**config.mk**
```make
export PLATFORM = sky130hd
export DESIGN_NAME = periph_top
export DESIGN_NICKNAME = d
export VERILOG_FILES = /design/src/hw/periph_pkg.sv /design/src/hw/irq_ctrl.sv /design/src/hw/periph_top.sv /design/src/hw/reg_decode.sv /design/src/hw/uart_regs.sv /design/src/hw/uart_rx.sv /design/src/hw/uart_tx.sv
export SDC_FILE = /design/constraint.sdc
export NUM_CORES = 1
export LEC_CHECK = 0
export BUFFER_PORTS_ARGS = -buffer_cell sky130_fd_sc_hd__buf_2
export CAP_MARGIN = 25
export CORE_UTILIZATION = 50
export DETAILED_ROUTE_END_ITERATION = 8
export PLACE_DENSITY = 0.79
export SYNTH_ARGS = -nofsm -noshare
export SYNTH_HDL_FRONTEND = slang
export SYNTH_SLANG_ARGS = --single-unit
export TNS_END_PERCENT = 100
```
**constraint.sdc**
```tcl
create_clock -name clk_i -period 4.4 [get_ports clk_i]
set_input_delay 0.66 -clock clk_i [delete_from_list [all_inputs] [get_ports clk_i]]
set_output_delay 0.66 -clock clk_i [all_outputs]
set_load 0.02 [all_outputs]
```
**src/hw/periph_pkg.sv**
```systemverilog
package periph_pkg;

  // --------------------
  // widths
  // --------------------
  localparam int ADDR_W = 12;

  typedef logic [ADDR_W-1:0] addr_t;
  typedef logic [31:0]       data_t;
  typedef logic [7:0]        byte_t;
  // uart bit time in clocks
  typedef logic [15:0]       div_t;
  // 0 means never
  typedef logic [2:0]        prio_t;
  // 0 means no source
  typedef logic [1:0]        src_id_t;

  // --------------------
  // sizes
  // --------------------
  // id slots incl. the unused id 0
  localparam int NUM_SOURCES = 4;
  localparam int NUM_TARGETS = 2;
  localparam div_t DIV_RESET = 16'd16;
  // low address bits are the offset inside a region
  localparam int REGION_BITS = 8;

  // --------------------
  // register map
  // --------------------
  localparam addr_t PLIC_BASE  = 12'h000;
  localparam addr_t PRIO_OFS   = 12'h000;
  localparam addr_t ENABLE_OFS = 12'h040;
  localparam addr_t THRESH_OFS = 12'h080;
  localparam addr_t CLAIM_OFS  = 12'h0C0;

  localparam addr_t UART_BASE  = 12'h100;
  localparam addr_t TXDATA_OFS = 12'h000;
  localparam addr_t RXDATA_OFS = 12'h004;
  localparam addr_t STATUS_OFS = 12'h008;
  localparam addr_t DIV_OFS    = 12'h00C;
  localparam addr_t IRQEN_OFS  = 12'h010;

  // fsm states
  typedef enum logic [1:0] {TX_IDLE, TX_START, TX_DATA, TX_STOP} tx_state_t;
  typedef enum logic [1:0] {RX_IDLE, RX_START, RX_DATA, RX_STOP} rx_state_t;

endpackage

```
**src/hw/irq_ctrl.sv**
```systemverilog
`timescale 1ns/1ps

module irq_ctrl
  import periph_pkg::*;
(
  input  logic                   clk_i,
  input  logic                   reset_i,
  input  logic                   req_i,
  input  logic                   we_i,
  input  addr_t                  ofs_i,
  input  data_t                  wdata_i,
  input  logic [NUM_SOURCES-1:0] src_i,
  output data_t                  rdata_o,
  output logic                   hit_o,
  output logic [NUM_TARGETS-1:0] irq_o
);

  // id 0 is never a real source
  localparam logic [NUM_SOURCES-1:0] SRC_MASK = ~NUM_SOURCES'(1);

  prio_t                  prio_q   [NUM_SOURCES];
  logic [NUM_SOURCES-1:0] enable_q [NUM_TARGETS];
  prio_t                  thresh_q [NUM_TARGETS];
  logic [NUM_SOURCES-1:0] pending_q;
  logic [NUM_SOURCES-1:0] in_service_q;

  logic [NUM_SOURCES-1:0] prio_sel;
  logic [NUM_TARGETS-1:0] en_sel;
  logic [NUM_TARGETS-1:0] th_sel;
  logic [NUM_TARGETS-1:0] claim_sel;
  logic [NUM_SOURCES-1:0] claim_clr;
  logic [NUM_SOURCES-1:0] done_clr;
  src_id_t                best_id   [NUM_TARGETS];
  prio_t                  best_prio [NUM_TARGETS];

  // --------------------
  // best candidate
  // --------------------
  // strict compare keeps the lowest id on a tie
  always_comb begin
    for (int t = 0; t < NUM_TARGETS; t++) begin
      best_id[t]   = '0;
      best_prio[t] = thresh_q[t];
      for (int s = 1; s < NUM_SOURCES; s++) begin
        if (pending_q[s] && enable_q[t][s] && prio_q[s] > best_prio[t]) begin
          best_prio[t] = prio_q[s];
          best_id[t]   = src_id_t'(s);
        end
      end
      irq_o[t] = (best_id[t] != '0);
    end
  end

  // --------------------
  // register decode
  // --------------------
  always_comb begin
    hit_o     = 1'b0;
    rdata_o   = '0;
    prio_sel  = '0;
    en_sel    = '0;
    th_sel    = '0;
    claim_sel = '0;
    for (int i = 0; i < NUM_SOURCES; i++) begin
      if (ofs_i == PRIO_OFS + addr_t'(4 * i)) begin
        hit_o       = 1'b1;
        prio_sel[i] = 1'b1;
        rdata_o     = data_t'(prio_q[i]);
      end
    end
    for (int t = 0; t < NUM_TARGETS; t++) begin
      if (ofs_i == ENABLE_OFS + addr_t'(4 * t)) begin
        hit_o     = 1'b1;
        en_sel[t] = 1'b1;
        rdata_o   = data_t'(enable_q[t]);
      end
      if (ofs_i == THRESH_OFS + addr_t'(4 * t)) begin
        hit_o     = 1'b1;
        th_sel[t] = 1'b1;
        rdata_o   = data_t'(thresh_q[t]);
      end
      if (ofs_i == CLAIM_OFS + addr_t'(4 * t)) begin
        hit_o        = 1'b1;
        claim_sel[t] = 1'b1;
        rdata_o      = data_t'(best_id[t]);
      end
    end
  end

  // claim read takes the best id, claim write completes an id
  always_comb begin
    claim_clr = '0;
    done_clr  = '0;
    for (int t = 0; t < NUM_TARGETS; t++) begin
      if (req_i && claim_sel[t]) begin
        if (we_i) begin
          done_clr[src_id_t'(wdata_i)] = 1'b1;
        end else begin
          claim_clr[best_id[t]] = 1'b1;
        end
      end
    end
  end

  // --------------------
  // state
  // --------------------
  always_ff @(posedge clk_i) begin
    if (reset_i) begin
      pending_q    <= '0;
      in_service_q <= '0;
      for (int i = 0; i < NUM_SOURCES; i++) begin
        prio_q[i] <= '0;
      end
      for (int t = 0; t < NUM_TARGETS; t++) begin
        enable_q[t] <= '0;
        thresh_q[t] <= '0;
      end
    end else begin
      // level sources, held off while in service
      pending_q    <= (pending_q | (src_i & ~in_service_q)) & ~claim_clr & SRC_MASK;
      in_service_q <= (in_service_q | claim_clr) & ~done_clr & SRC_MASK;
      // prio of id 0 stays zero
      for (int i = 1; i < NUM_SOURCES; i++) begin
        if (req_i && we_i && prio_sel[i]) begin
          prio_q[i] <= prio_t'(wdata_i);
        end
      end
      for (int t = 0; t < NUM_TARGETS; t++) begin
        if (req_i && we_i && en_sel[t]) begin
          enable_q[t] <= wdata_i[NUM_SOURCES-1:0] & SRC_MASK;
        end
        if (req_i && we_i && th_sel[t]) begin
          thresh_q[t] <= prio_t'(wdata_i);
        end
      end
    end
  end

endmodule

```
**src/hw/periph_top.sv**
```systemverilog
`timescale 1ns/1ps

module periph_top
  import periph_pkg::*;
(
  input  logic                   clk_i,
  input  logic                   reset_i,
  // register bus
  input  logic                   bus_req_i,
  input  logic                   bus_we_i,
  input  addr_t                  bus_addr_i,
  input  data_t                  bus_wdata_i,
  output logic                   bus_rvalid_o,
  output data_t                  bus_rdata_o,
  output logic                   bus_err_o,
  // serial lines
  input  logic                   rx_i,
  output logic                   tx_o,
  // interrupts
  input  logic [1:0]             ext_irq_i,
  output logic [NUM_TARGETS-1:0] irq_o
);

  logic  plic_req;
  logic  uart_req;
  logic  we;
  addr_t ofs;
  data_t wdata;
  data_t plic_rdata;
  data_t uart_rdata;
  logic  plic_hit;
  logic  uart_hit;
  logic  uart_irq;

  // --------------------
  // decode stage
  // --------------------
  reg_decode i_reg_decode (
    .clk_i        ( clk_i        ),
    .reset_i      ( reset_i      ),
    .bus_req_i    ( bus_req_i    ),
    .bus_we_i     ( bus_we_i     ),
    .bus_addr_i   ( bus_addr_i   ),
    .bus_wdata_i  ( bus_wdata_i  ),
    .bus_rvalid_o ( bus_rvalid_o ),
    .bus_rdata_o  ( bus_rdata_o  ),
    .bus_err_o    ( bus_err_o    ),
    .plic_req_o   ( plic_req     ),
    .uart_req_o   ( uart_req     ),
    .we_o         ( we           ),
    .ofs_o        ( ofs          ),
    .wdata_o      ( wdata        ),
    .plic_rdata_i ( plic_rdata   ),
    .uart_rdata_i ( uart_rdata   ),
    .plic_hit_i   ( plic_hit     ),
    .uart_hit_i   ( uart_hit     )
  );

  // --------------------
  // peripherals
  // --------------------
  uart_regs i_uart_regs (
    .clk_i   ( clk_i      ),
    .reset_i ( reset_i    ),
    .req_i   ( uart_req   ),
    .we_i    ( we         ),
    .ofs_i   ( ofs        ),
    .wdata_i ( wdata      ),
    .rx_i    ( rx_i       ),
    .rdata_o ( uart_rdata ),
    .hit_o   ( uart_hit   ),
    .tx_o    ( tx_o       ),
    .irq_o   ( uart_irq   )
  );

  // uart rx at source 1, external lines at 2 and 3
  irq_ctrl i_irq_ctrl (
    .clk_i   ( clk_i                         ),
    .reset_i ( reset_i                       ),
    .req_i   ( plic_req                      ),
    .we_i    ( we                            ),
    .ofs_i   ( ofs                           ),
    .wdata_i ( wdata                         ),
    .src_i   ( {ext_irq_i, uart_irq, 1'b0}   ),
    .rdata_o ( plic_rdata                    ),
    .hit_o   ( plic_hit                      ),
    .irq_o   ( irq_o                         )
  );

endmodule

```
**src/hw/reg_decode.sv**
```systemverilog
`timescale 1ns/1ps

module reg_decode
  import periph_pkg::*;
(
  input  logic  clk_i,
  input  logic  reset_i,
  // core side
  input  logic  bus_req_i,
  input  logic  bus_we_i,
  input  addr_t bus_addr_i,
  input  data_t bus_wdata_i,
  output logic  bus_rvalid_o,
  output data_t bus_rdata_o,
  output logic  bus_err_o,
  // peripheral side
  output logic  plic_req_o,
  output logic  uart_req_o,
  output logic  we_o,
  output addr_t ofs_o,
  output data_t wdata_o,
  input  data_t plic_rdata_i,
  input  data_t uart_rdata_i,
  input  logic  plic_hit_i,
  input  logic  uart_hit_i
);

  logic  plic_sel;
  logic  uart_sel;
  logic  hit;
  data_t sel_rdata;

  // --------------------
  // decode stage
  // --------------------
  // region from the upper address bits
  assign plic_sel = (bus_addr_i[ADDR_W-1:REGION_BITS] == PLIC_BASE[ADDR_W-1:REGION_BITS]);
  assign uart_sel = (bus_addr_i[ADDR_W-1:REGION_BITS] == UART_BASE[ADDR_W-1:REGION_BITS]);

  assign plic_req_o = bus_req_i & plic_sel;
  assign uart_req_o = bus_req_i & uart_sel;
  assign we_o       = bus_we_i;
  assign wdata_o    = bus_wdata_i;
  // offset inside the region
  assign ofs_o      = addr_t'(bus_addr_i[REGION_BITS-1:0]);

  // unmapped region counts as a miss
  always_comb begin
    hit       = 1'b0;
    sel_rdata = '0;
    if (plic_sel) begin
      hit       = plic_hit_i;
      sel_rdata = plic_rdata_i;
    end else if (uart_sel) begin
      hit       = uart_hit_i;
      sel_rdata = uart_rdata_i;
    end
  end

  // --------------------
  // response
  // --------------------
  // one response per request, one cycle later
  always_ff @(posedge clk_i) begin
    if (reset_i) begin
      bus_rvalid_o <= 1'b0;
      bus_err_o    <= 1'b0;
      bus_rdata_o  <= '0;
    end else begin
      bus_rvalid_o <= bus_req_i;
      bus_err_o    <= bus_req_i & ~hit;
      // zero for writes and misses
      bus_rdata_o  <= (bus_req_i && !bus_we_i && hit) ? sel_rdata : '0;
    end
  end

endmodule

```
**src/hw/uart_regs.sv**
```systemverilog
`timescale 1ns/1ps

module uart_regs
  import periph_pkg::*;
(
  input  logic  clk_i,
  input  logic  reset_i,
  input  logic  req_i,
  input  logic  we_i,
  input  addr_t ofs_i,
  input  data_t wdata_i,
  input  logic  rx_i,
  output data_t rdata_o,
  output logic  hit_o,
  output logic  tx_o,
  output logic  irq_o
);

  logic  tx_start;
  byte_t tx_byte;
  logic  tx_busy;
  logic  rx_done;
  byte_t rx_byte;

  div_t  div_q;
  byte_t rx_data_q;
  logic  rx_valid_q;
  logic  rx_ovr_q;
  logic  irq_en_q;
  logic  rd_rx;

  // --------------------
  // register access
  // --------------------
  // a busy transmitter drops the byte itself
  assign tx_start = req_i & we_i & (ofs_i == TXDATA_OFS);
  assign tx_byte  = wdata_i[7:0];
  assign rd_rx    = req_i & ~we_i & (ofs_i == RXDATA_OFS);

  always_comb begin
    hit_o   = 1'b1;
    rdata_o = '0;
    case (ofs_i)
      TXDATA_OFS: rdata_o = '0;
      RXDATA_OFS: rdata_o = data_t'(rx_data_q);
      STATUS_OFS: rdata_o = data_t'({rx_ovr_q, rx_valid_q, tx_busy});
      DIV_OFS:    rdata_o = data_t'(div_q);
      IRQEN_OFS:  rdata_o = data_t'(irq_en_q);
      default:    hit_o   = 1'b0;
    endcase
  end

  always_ff @(posedge clk_i) begin
    if (reset_i) begin
      div_q      <= DIV_RESET;
      irq_en_q   <= 1'b0;
      rx_valid_q <= 1'b0;
      rx_ovr_q   <= 1'b0;
    end else begin
      if (req_i && we_i && ofs_i == DIV_OFS) begin
        div_q <= wdata_i[15:0];
      end
      if (req_i && we_i && ofs_i == IRQEN_OFS) begin
        irq_en_q <= wdata_i[0];
      end
      // rxdata read clears both flags
      if (rd_rx) begin
        rx_valid_q <= 1'b0;
        rx_ovr_q   <= 1'b0;
      end
      // new byte wins over a same cycle read
      if (rx_done) begin
        rx_valid_q <= 1'b1;
        if (rx_valid_q && !rd_rx) begin
          rx_ovr_q <= 1'b1;
        end
      end
    end
  end

  // received byte, replaced on overrun
  always_ff @(posedge clk_i) begin
    if (rx_done) begin
      rx_data_q <= rx_byte;
    end
  end

  assign irq_o = rx_valid_q & irq_en_q;

  // --------------------
  // serial engines
  // --------------------
  uart_tx i_uart_tx (
    .clk_i   ( clk_i    ),
    .reset_i ( reset_i  ),
    .start_i ( tx_start ),
    .byte_i  ( tx_byte  ),
    .div_i   ( div_q    ),
    .busy_o  ( tx_busy  ),
    .tx_o    ( tx_o     )
  );

  uart_rx i_uart_rx (
    .clk_i   ( clk_i   ),
    .reset_i ( reset_i ),
    .rx_i    ( rx_i    ),
    .div_i   ( div_q   ),
    .done_o  ( rx_done ),
    .byte_o  ( rx_byte )
  );

endmodule

```
**src/hw/uart_rx.sv**
```systemverilog
`timescale 1ns/1ps

module uart_rx
  import periph_pkg::*;
(
  input  logic  clk_i,
  input  logic  reset_i,
  input  logic  rx_i,
  input  div_t  div_i,
  output logic  done_o,
  output byte_t byte_o
);

  rx_state_t  state_q;
  logic       rx_meta_q;
  logic       rx_sync_q;
  logic       rx_prev_q;
  div_t       cnt_q;
  logic [2:0] bit_q;
  byte_t      shift_q;
  logic       half_end;
  logic       bit_end;
  logic       fall;

  // half a bit for the start check, full bit between samples
  assign half_end = (cnt_q == (div_i >> 1) - 16'd1);
  assign bit_end  = (cnt_q == div_i - 16'd1);
  assign fall     = rx_prev_q & ~rx_sync_q;

  // --------------------
  // sync and fsm
  // --------------------
  always_ff @(posedge clk_i) begin
    if (reset_i) begin
      // line idles high
      rx_meta_q <= 1'b1;
      rx_sync_q <= 1'b1;
      rx_prev_q <= 1'b1;
      state_q   <= RX_IDLE;
      cnt_q     <= '0;
      bit_q     <= '0;
      done_o    <= 1'b0;
    end else begin
      rx_meta_q <= rx_i;
      rx_sync_q <= rx_meta_q;
      rx_prev_q <= rx_sync_q;
      done_o    <= 1'b0;
      case (state_q)
        RX_IDLE: begin
          if (fall) begin
            state_q <= RX_START;
            cnt_q   <= '0;
          end
        end
        // recheck at mid start bit
        RX_START: begin
          if (half_end) begin
            cnt_q   <= '0;
            bit_q   <= '0;
            // high again means a glitch
            state_q <= rx_sync_q ? RX_IDLE : RX_DATA;
          end else begin
            cnt_q <= cnt_q + 16'd1;
          end
        end
        RX_DATA: begin
          if (bit_end) begin
            cnt_q <= '0;
            bit_q <= bit_q + 3'd1;
            if (bit_q == 3'd7) begin
              state_q <= RX_STOP;
            end
          end else begin
            cnt_q <= cnt_q + 16'd1;
          end
        end
        // mid stop bit, good frame only if high
        RX_STOP: begin
          if (bit_end) begin
            done_o  <= rx_sync_q;
            state_q <= RX_IDLE;
          end else begin
            cnt_q <= cnt_q + 16'd1;
          end
        end
        default: state_q <= RX_IDLE;
      endcase
    end
  end

  // lsb arrives first, shift in from the top
  always_ff @(posedge clk_i) begin
    if (state_q == RX_DATA && bit_end) begin
      shift_q <= {rx_sync_q, shift_q[7:1]};
    end
  end

  assign byte_o = shift_q;

endmodule

```
**src/hw/uart_tx.sv**
```systemverilog
`timescale 1ns/1ps

module uart_tx
  import periph_pkg::*;
(
  input  logic  clk_i,
  input  logic  reset_i,
  input  logic  start_i,
  input  byte_t byte_i,
  input  div_t  div_i,
  output logic  busy_o,
  output logic  tx_o
);

  tx_state_t  state_q;
  div_t       cnt_q;
  logic [2:0] bit_q;
  byte_t      shift_q;
  logic       bit_end;

  // last clock of the current bit
  assign bit_end = (cnt_q == div_i - 16'd1);

  // --------------------
  // frame fsm
  // --------------------
  always_ff @(posedge clk_i) begin
    if (reset_i) begin
      state_q <= TX_IDLE;
      cnt_q   <= '0;
      bit_q   <= '0;
    end else begin
      case (state_q)
        // start_i only seen here, so ignored while busy
        TX_IDLE: begin
          if (start_i) begin
            state_q <= TX_START;
            cnt_q   <= '0;
          end
        end
        TX_START: begin
          if (bit_end) begin
            state_q <= TX_DATA;
            cnt_q   <= '0;
            bit_q   <= '0;
          end else begin
            cnt_q <= cnt_q + 16'd1;
          end
        end
        TX_DATA: begin
          if (bit_end) begin
            cnt_q <= '0;
            bit_q <= bit_q + 3'd1;
            if (bit_q == 3'd7) begin
              state_q <= TX_STOP;
            end
          end else begin
            cnt_q <= cnt_q + 16'd1;
          end
        end
        TX_STOP: begin
          if (bit_end) begin
            state_q <= TX_IDLE;
          end else begin
            cnt_q <= cnt_q + 16'd1;
          end
        end
        default: state_q <= TX_IDLE;
      endcase
    end
  end

  // shift register, lsb goes out first
  always_ff @(posedge clk_i) begin
    if (state_q == TX_IDLE && start_i) begin
      shift_q <= byte_i;
    end else if (state_q == TX_DATA && bit_end) begin
      shift_q <= {1'b0, shift_q[7:1]};
    end
  end

  assign busy_o = (state_q != TX_IDLE);
  // line idles high
  assign tx_o   = (state_q == TX_START) ? 1'b0 :
                  (state_q == TX_DATA)  ? shift_q[0] : 1'b1;

endmodule

```
# == Yosys cells after proc, flatten, opt, wreduce, memory -nomap -nowiden ==
# Memories as Yosys holds them, arrays and structs flattened.
# Cells that the tools add are included.
# Widths: inputs -> output; s select.
# classes
n_eq_ne,34
add_sub_neg,6
n_bitwise,32
magnitude_cmp,12
reduce_logical,57
mux,126
# ops
operator,count
$pmux 16 s4,2
$mux 16,7
$mux 32,2
$mux 1,57
$mux 3,19
$mux 4,14
$eq 16x16->1,3
$pmux 16 s3,1
$logic_and 1x1->1,34
$add 16x1->16 const B,2
$eq 8x8->1 const B,4
$mux 2,15
$ne 2x2->1 const B,12
$gt 3x3->1,6
$eq 8x4->1 const B,2
$eq 8x7->1 const B,2
$mux 8,2
$or 4x4->4,4
$pmux 2 s4,2
$sub 15x1->16 const B,1
$sub 16x1->16 const B,1
$reduce_bool 2->1,7
$and 4x4->4,3
$logic_not 12->1,1
other kinds (24),64
# totals
regBits,131
mem_count,3
inputBits,51
ramBits,24
elab_cells,294
# memory_table
name,words,width,rd,rd_clocked_by_memory_dff,wr,line_no,source
i_irq_ctrl.prio_q,4,3,4,0,4,irq_ctrl.sv:21,prio_t prio_q [NUM_SOURCES];
i_irq_ctrl.enable_q,2,3,2,0,2,irq_ctrl.sv:22,logic [NUM_SOURCES-1:0] enable_q [NUM_TARGETS];
i_irq_ctrl.thresh_q,2,3,2,0,2,irq_ctrl.sv:23,prio_t thresh_q [NUM_TARGETS];

# == Depth between registers and ports, before layout ==
# An unclocked memory read counts as a cell.
# logic_depth
depth_word,21
ltp_mapped,23

# == Cells and area by module ==
# From an unflattened synthesis, not the netlist that was laid out.
# hier_totals
cells_unflattened,1193
area_unflattened_um2,10732.8
# by_module_without_submodules
mod,instances,cells_each,seq_area_each_um2,area_each_um2
uart_rx,1,328,740.7,2640.0
irq_ctrl,1,274,750.7,2354.8
uart_tx,1,254,660.6,2214.6
reg_decode,1,167,680.7,1929.4
uart_regs,1,169,620.6,1590.3
periph_top,1,1,0.0,3.8

# == Worst setup path before layout ==
# No wires, ideal clock.
# synth_timing
path_type,register to output
startpoint,memory i_irq_ctrl.prio_q[0][4] (netlist bit)
endpoint,output port irq_o[1]
t_arrival_ns,3.953
required_time_ns,3.740
path_stages_with_launch,20
path_slack_ns,-0.213
n_path_buf,0
path_cell_list,edfxtp_1 -> ha_1 -> a21o_1 -> a21oi_1 -> a311oi_1 -> mux2_2 -> ha_1 -> inv_1 -> a21o_1 -> a21oi_1 -> a311oi_1 -> inv_1 -> nand2_1 -> o21ai_0 -> ha_1 -> a21o_1 -> a21oi_1 -> a311oi_1 -> nor2_1 -> nand2_1
# synth_rtl
item,line_no,source
"start, declared",irq_ctrl.sv:21,
"end, declared",periph_top.sv:21,output logic [NUM_TARGETS-1:0] irq_o

==> run summary <==
The switching portion of total power is 0.2550, and the post-route clock skew is 8.073 ps. The wire length after detailed routing was 24010 µm; the placement-stage worst setup slack was -52.18 ps. The slowest stage of the critical path belongs to the cell sky130_fd_sc_hd__edfxtp_1. Of all nets on the critical path, the largest fanout is 4.

The type of the setup path with the least slack was flip-flop to output port. The static leakage is 3.718 nW, and the share of total power in sequential cells is 0.443. The run gives -544.6 ps as the final setup slack of the worst path. The end-of-flow core utilization came out at 0.5993.

The most used flip-flop cell after synthesis is sky130_fd_sc_hd__dfxtp_1. Cell seen most often among critical-path stages: sky130_fd_sc_hd__a21oi_2. The sum of buffers and inverters on the critical path works out to 5.

The area of the multi-input gates was 5214 µm²; the via density per instance was 6.119. The half-perimeter wire length of the detailed placement result came out at 15730 µm. The number of warnings reported in the yosys synthesis log was 0; the async set-or-reset flop fraction in the synthesized netlist was 0.

The later-pin clock latency in the skew report was 430 ps; the setup violation total in the final timing report was 8. The signal on the critical path passes through buf_6, ha_4, a21o_1, a21oi_2, a311oi_4, buf_6, mux2i_4, ha_4, a21o_1, a21oi_2, a311oi_2, buf_4, nor2_4, a21oi_2, ha_1, inv_1, a21o_1, a21oi_2, a311oi_2, nor2_2, nand2_1, buf_6. Counting flops and latches in the post-synthesis netlist gives 134. The tightest slew margin relative to the limit was 0.4593. At the worst endpoint, the required time is 3740 ps.

In the routed design, unresolved DRC markers number 0. Routability-driven placement finished with a final weighted congestion of 0.9515. The sequential area share after synthesis was 0.3674. In this run the tool buffered the top-level ports with 55 buffer cells.

Buffers inserted during clock tree synthesis total 17. Setup repair after global routing could not meet its margin everywhere. The number of flops mapped to enable cells by yosys came out at 45. The logs give 202.2 MHz for the maximum clock frequency and 0 for the number of routed nets with antenna violations.

The run gives 0.0007598 W as the net switching power. The kind of capture point of the worst setup path was an output port. The tools report the global-route wire length before repair as 36690 µm.

After synthesis, the mean cell area works out to 8.845 µm². On the critical path the largest part of the delay comes from compound AO/OA/AOI/OAI gates. For this design, the CTS-stage hold fixing added 0 buffers. The worst setup path is launched from a flip-flop. The logic gate share of total power was 0.110. The run gives 2 as the number of buffers on the longest clock path. The number of global-route vias before repair was 7135. The initial core utilization is 0.5124, and the number of antenna violations at the first check in global routing is 1. Measured along the y axis, the die boundary spans 132.6 µm. In this run the core area contains 47 standard-cell rows. Part of the cycle the worst path needs: 1.124.

The flow ran to the end, but the final reports show violations. The run gives 3133 µm² as the register area. Entering global routing, the biggest net connects 62 pins. The run gives 16640 µm² as the area of the core.

The number of top-level pins is 88, and the post-CTS clock slew at the launch and capture registers of the worst setup and hold paths is 60 ps. The floorplan step defined a die boundary enclosing 17580 µm². For this design the ratio of total power to cell area is 298.8 nW/µm². The number of H-tree levels was 4; the number of hold-slack violations in the final timing report was 0. The worst path needs 4945 ps of the cycle, external delays included. In this run, distinct cell masters in the synthesized netlist total 78. The number of violations reported at the end of detailed-routing iteration 0 is 816, and the clock sink count is 134.

In this run the worst hold path is classified as flip-flop to flip-flop. The average detailed-routed wire length per instance works out to 19.15 µm. The tools report the synthesized instance count as 964. TritonCTS built the clock tree.

The tools report the share of total power in the clock network as 0.446. For the worst setup path, the data arrival time is 4280 ps. Summed over all layers, the global routing overflow is 0. Fill cells in the final layout number 1348. The net count of the finished layout was 1103; the die extent in x was 132.6 µm. Internal power comes to 0.002220 W.

The logs give 0.3254 mV for the largest vdd supply drop and 5 for the count of TritonRoute iterations in the first routing pass. Layout cell share with drive strength beyond 1: 0.2004. CTS placed an instance of sky130_fd_sc_hd__clkbuf_16 at the clock tree root.

The transition time at the pin with the least slew margin was 804.9 ps; the final count of pins violating max slew was 0. The checks that failed: setup timing. The logs give 7673 for the vias after detailed routing and 8527 µm² for the cell area after synthesis.

From synthesis to final layout, the design area changed by 16.96%. The number of max-capacitance violations reported came out at 0. The global-route usage over all layers came out at 0.2655. The largest single stage delay on the critical path is 420 ps.
## routing by layer
metal	global-route usage	wire length (µm)	part of all wire	vias to the layer above
li1	-	-	-	3593
met1	0.3314	9955	0.41	3627
met2	0.4389	11270	0.47	376
met3	0.06705	1937	0.081	77
met4	0.1060	843	0.035	0
met5	0	0	0	-
## state kept, by name, summed over array words and instances (netlist names), 6 cells and up, named ones only
register,flops
i_uart_regs.div_q,16
i_uart_regs.i_uart_rx.byte_o,8
i_irq_ctrl.prio_q,9
i_uart_regs.rx_data_q,8
i_irq_ctrl.enable_q,6
i_reg_decode.bus_rdata_o,16
i_uart_regs.i_uart_tx.cnt_q,16
i_uart_regs.i_uart_tx.shift_q,8
i_uart_regs.i_uart_rx.cnt_q,16
i_irq_ctrl.thresh_q,6
## power groups by stage
stage	registers (W)	clock network [W]	logic, W
4_1_cts	0.00132	0.00134	0.000297
3_3_place_gp	0.00134	0	0.000255
5_1_grt	0.00132	0.00140	0.000350
2_1_floorplan	0.00134	0	0.000199
3_5_place_dp	0.00134	0	0.000261
6_report	0.00132	0.00133	0.000329
## cells in the mapped netlist (16+ instances only)
cell                        n  area share
sky130_fd_sc_hd__edfxtp_1  45        0.16
sky130_fd_sc_hd__nor3_1    21       0.012
sky130_fd_sc_hd__and2_1    29       0.021
sky130_fd_sc_hd__inv_1     41       0.018
sky130_fd_sc_hd__xor2_1    18       0.018
sky130_fd_sc_hd__o21ai_0   54       0.032
sky130_fd_sc_hd__dfxtp_1   89        0.21
sky130_fd_sc_hd__nor2_1    66       0.029
sky130_fd_sc_hd__clkbuf_1  47       0.021
sky130_fd_sc_hd__nor4_1    16       0.012
sky130_fd_sc_hd__nand2_1   69       0.030
sky130_fd_sc_hd__ha_1      32       0.047
sky130_fd_sc_hd__nor2b_1   18       0.013
sky130_fd_sc_hd__xnor2_1   29       0.030
sky130_fd_sc_hd__nand3_1   46       0.027
sky130_fd_sc_hd__and3_1    16       0.012
sky130_fd_sc_hd__buf_4     17       0.015
sky130_fd_sc_hd__a21oi_1   68       0.040
## worst reg2reg max path, cell delays in order (launching register included)
cell and delay (ps):
sky130_fd_sc_hd__edfxtp_1 420, sky130_fd_sc_hd__buf_4 160, sky130_fd_sc_hd__buf_6 120, sky130_fd_sc_hd__ha_4 260, sky130_fd_sc_hd__nor2b_4 130, sky130_fd_sc_hd__o21ai_2 60
sky130_fd_sc_hd__a21oi_2 180, sky130_fd_sc_hd__buf_6 160, sky130_fd_sc_hd__nor2_2 50, sky130_fd_sc_hd__a21oi_2 170, sky130_fd_sc_hd__ha_1 300, sky130_fd_sc_hd__nor2b_4 150
sky130_fd_sc_hd__o21ai_2 130, sky130_fd_sc_hd__a21oi_2 90, sky130_fd_sc_hd__buf_4 150, sky130_fd_sc_hd__buf_6 130, sky130_fd_sc_hd__nor2_4 110, sky130_fd_sc_hd__a21oi_2 50
sky130_fd_sc_hd__ha_2 210, sky130_fd_sc_hd__nor2b_4 100, sky130_fd_sc_hd__o21a_1 120, sky130_fd_sc_hd__o2111ai_2 130, sky130_fd_sc_hd__buf_4 160, sky130_fd_sc_hd__buf_4 130
sky130_fd_sc_hd__a311o_1 320, sky130_fd_sc_hd__a31oi_1 230, sky130_fd_sc_hd__nand3_1 150, sky130_fd_sc_hd__a21oi_2 190
## per-stage QoR
step	std cells	hold slack [ps]	setup TNS [ps]	power [W]	cell area, µm²
global placement	1198	396.8	0	0.001598	8921
finish	1254	406.8	-1284	0.002980	9973
floorplan	979	389.5	-55.73	0.001535	8597
CTS	1245	408.2	-557.1	0.002955	9776
detailed placement	1198	398.0	-73.39	0.001606	8921
global route	1253	415.0	-2085	0.003069	9971
## final cells by class
| cell class | instances | share of cell area |
|---|---|---|
| clock buffer | 25 | 0.05093 |
| sequential | 134 | 0.3141 |
| timing repair buffer | 100 | 0.06461 |
| antenna | 1 | 0.0002509 |
| inverter | 41 | 0.01543 |
| tap | 220 | 0.02760 |
| multi-input combinational | 726 | 0.5228 |
| clock inverter | 7 | 0.004265 |
## placed cells by master (no fill, tap or decap), types with 11 or more instances in the layout
cell                        count
sky130_fd_sc_hd__dfxtp_1       89
sky130_fd_sc_hd__nand2_1       69
sky130_fd_sc_hd__nor2_1        57
sky130_fd_sc_hd__a21oi_1       56
sky130_fd_sc_hd__buf_2         53
sky130_fd_sc_hd__o21ai_0       50
sky130_fd_sc_hd__edfxtp_1      45
sky130_fd_sc_hd__nand3_1       44
sky130_fd_sc_hd__inv_1         40
sky130_fd_sc_hd__buf_4         40
sky130_fd_sc_hd__and2_1        29
sky130_fd_sc_hd__xnor2_1       29
sky130_fd_sc_hd__ha_1          23
sky130_fd_sc_hd__nor3_1        19
sky130_fd_sc_hd__clkbuf_16     19
sky130_fd_sc_hd__xor2_1        18
sky130_fd_sc_hd__nor4_1        16
sky130_fd_sc_hd__and3_1        16
sky130_fd_sc_hd__conb_1        16
sky130_fd_sc_hd__nor2b_1       15
sky130_fd_sc_hd__xnor3_1       14
sky130_fd_sc_hd__o211ai_1      13
sky130_fd_sc_hd__a21oi_2       12
sky130_fd_sc_hd__or4_1         12
sky130_fd_sc_hd__nand4_1       12
sky130_fd_sc_hd__nand2b_1      11
## timing repair
item | in CTS | in global routing
setup endpoints to repair | 3 | 10
gates resized for setup | 39 | 29
pin swaps | 25 | 24
buffers inserted | 15 | 8
## logic make-up (layout without fill, tap and decap cells)
kind of cell    count (synthesis)  in the layout  share of synthesized area
buf+inv                       119            173                    0.06398
simple gates                  368            368                     0.2351
fa+ha+maj                      32             32                    0.04695
flops                         134            134                     0.3674
xor+xnor                       61             61                    0.08525
mux                            20             20                    0.02480
compound gates                229            229                     0.1761
other cells                     1             17                  0.0004398
## final timing paths
kind | from | end | slack (ps) | cells after the start
setup / recovery | i_irq_ctrl.prio_q[0][4] | irq_o[1] | -540 | 22
setup reg to reg | i_irq_ctrl.prio_q[0][4] | i_reg_decode.bus_rdata_o[0] | -210 | 27
hold reg to reg | i_uart_regs.i_uart_rx.rx_meta_q | i_uart_regs.i_uart_rx.rx_sync_q | 410 | 1
hold / removal | i_uart_regs.i_uart_rx.rx_meta_q | i_uart_regs.i_uart_rx.rx_sync_q | 410 | 1
Power figures use the tool's default switching activity.
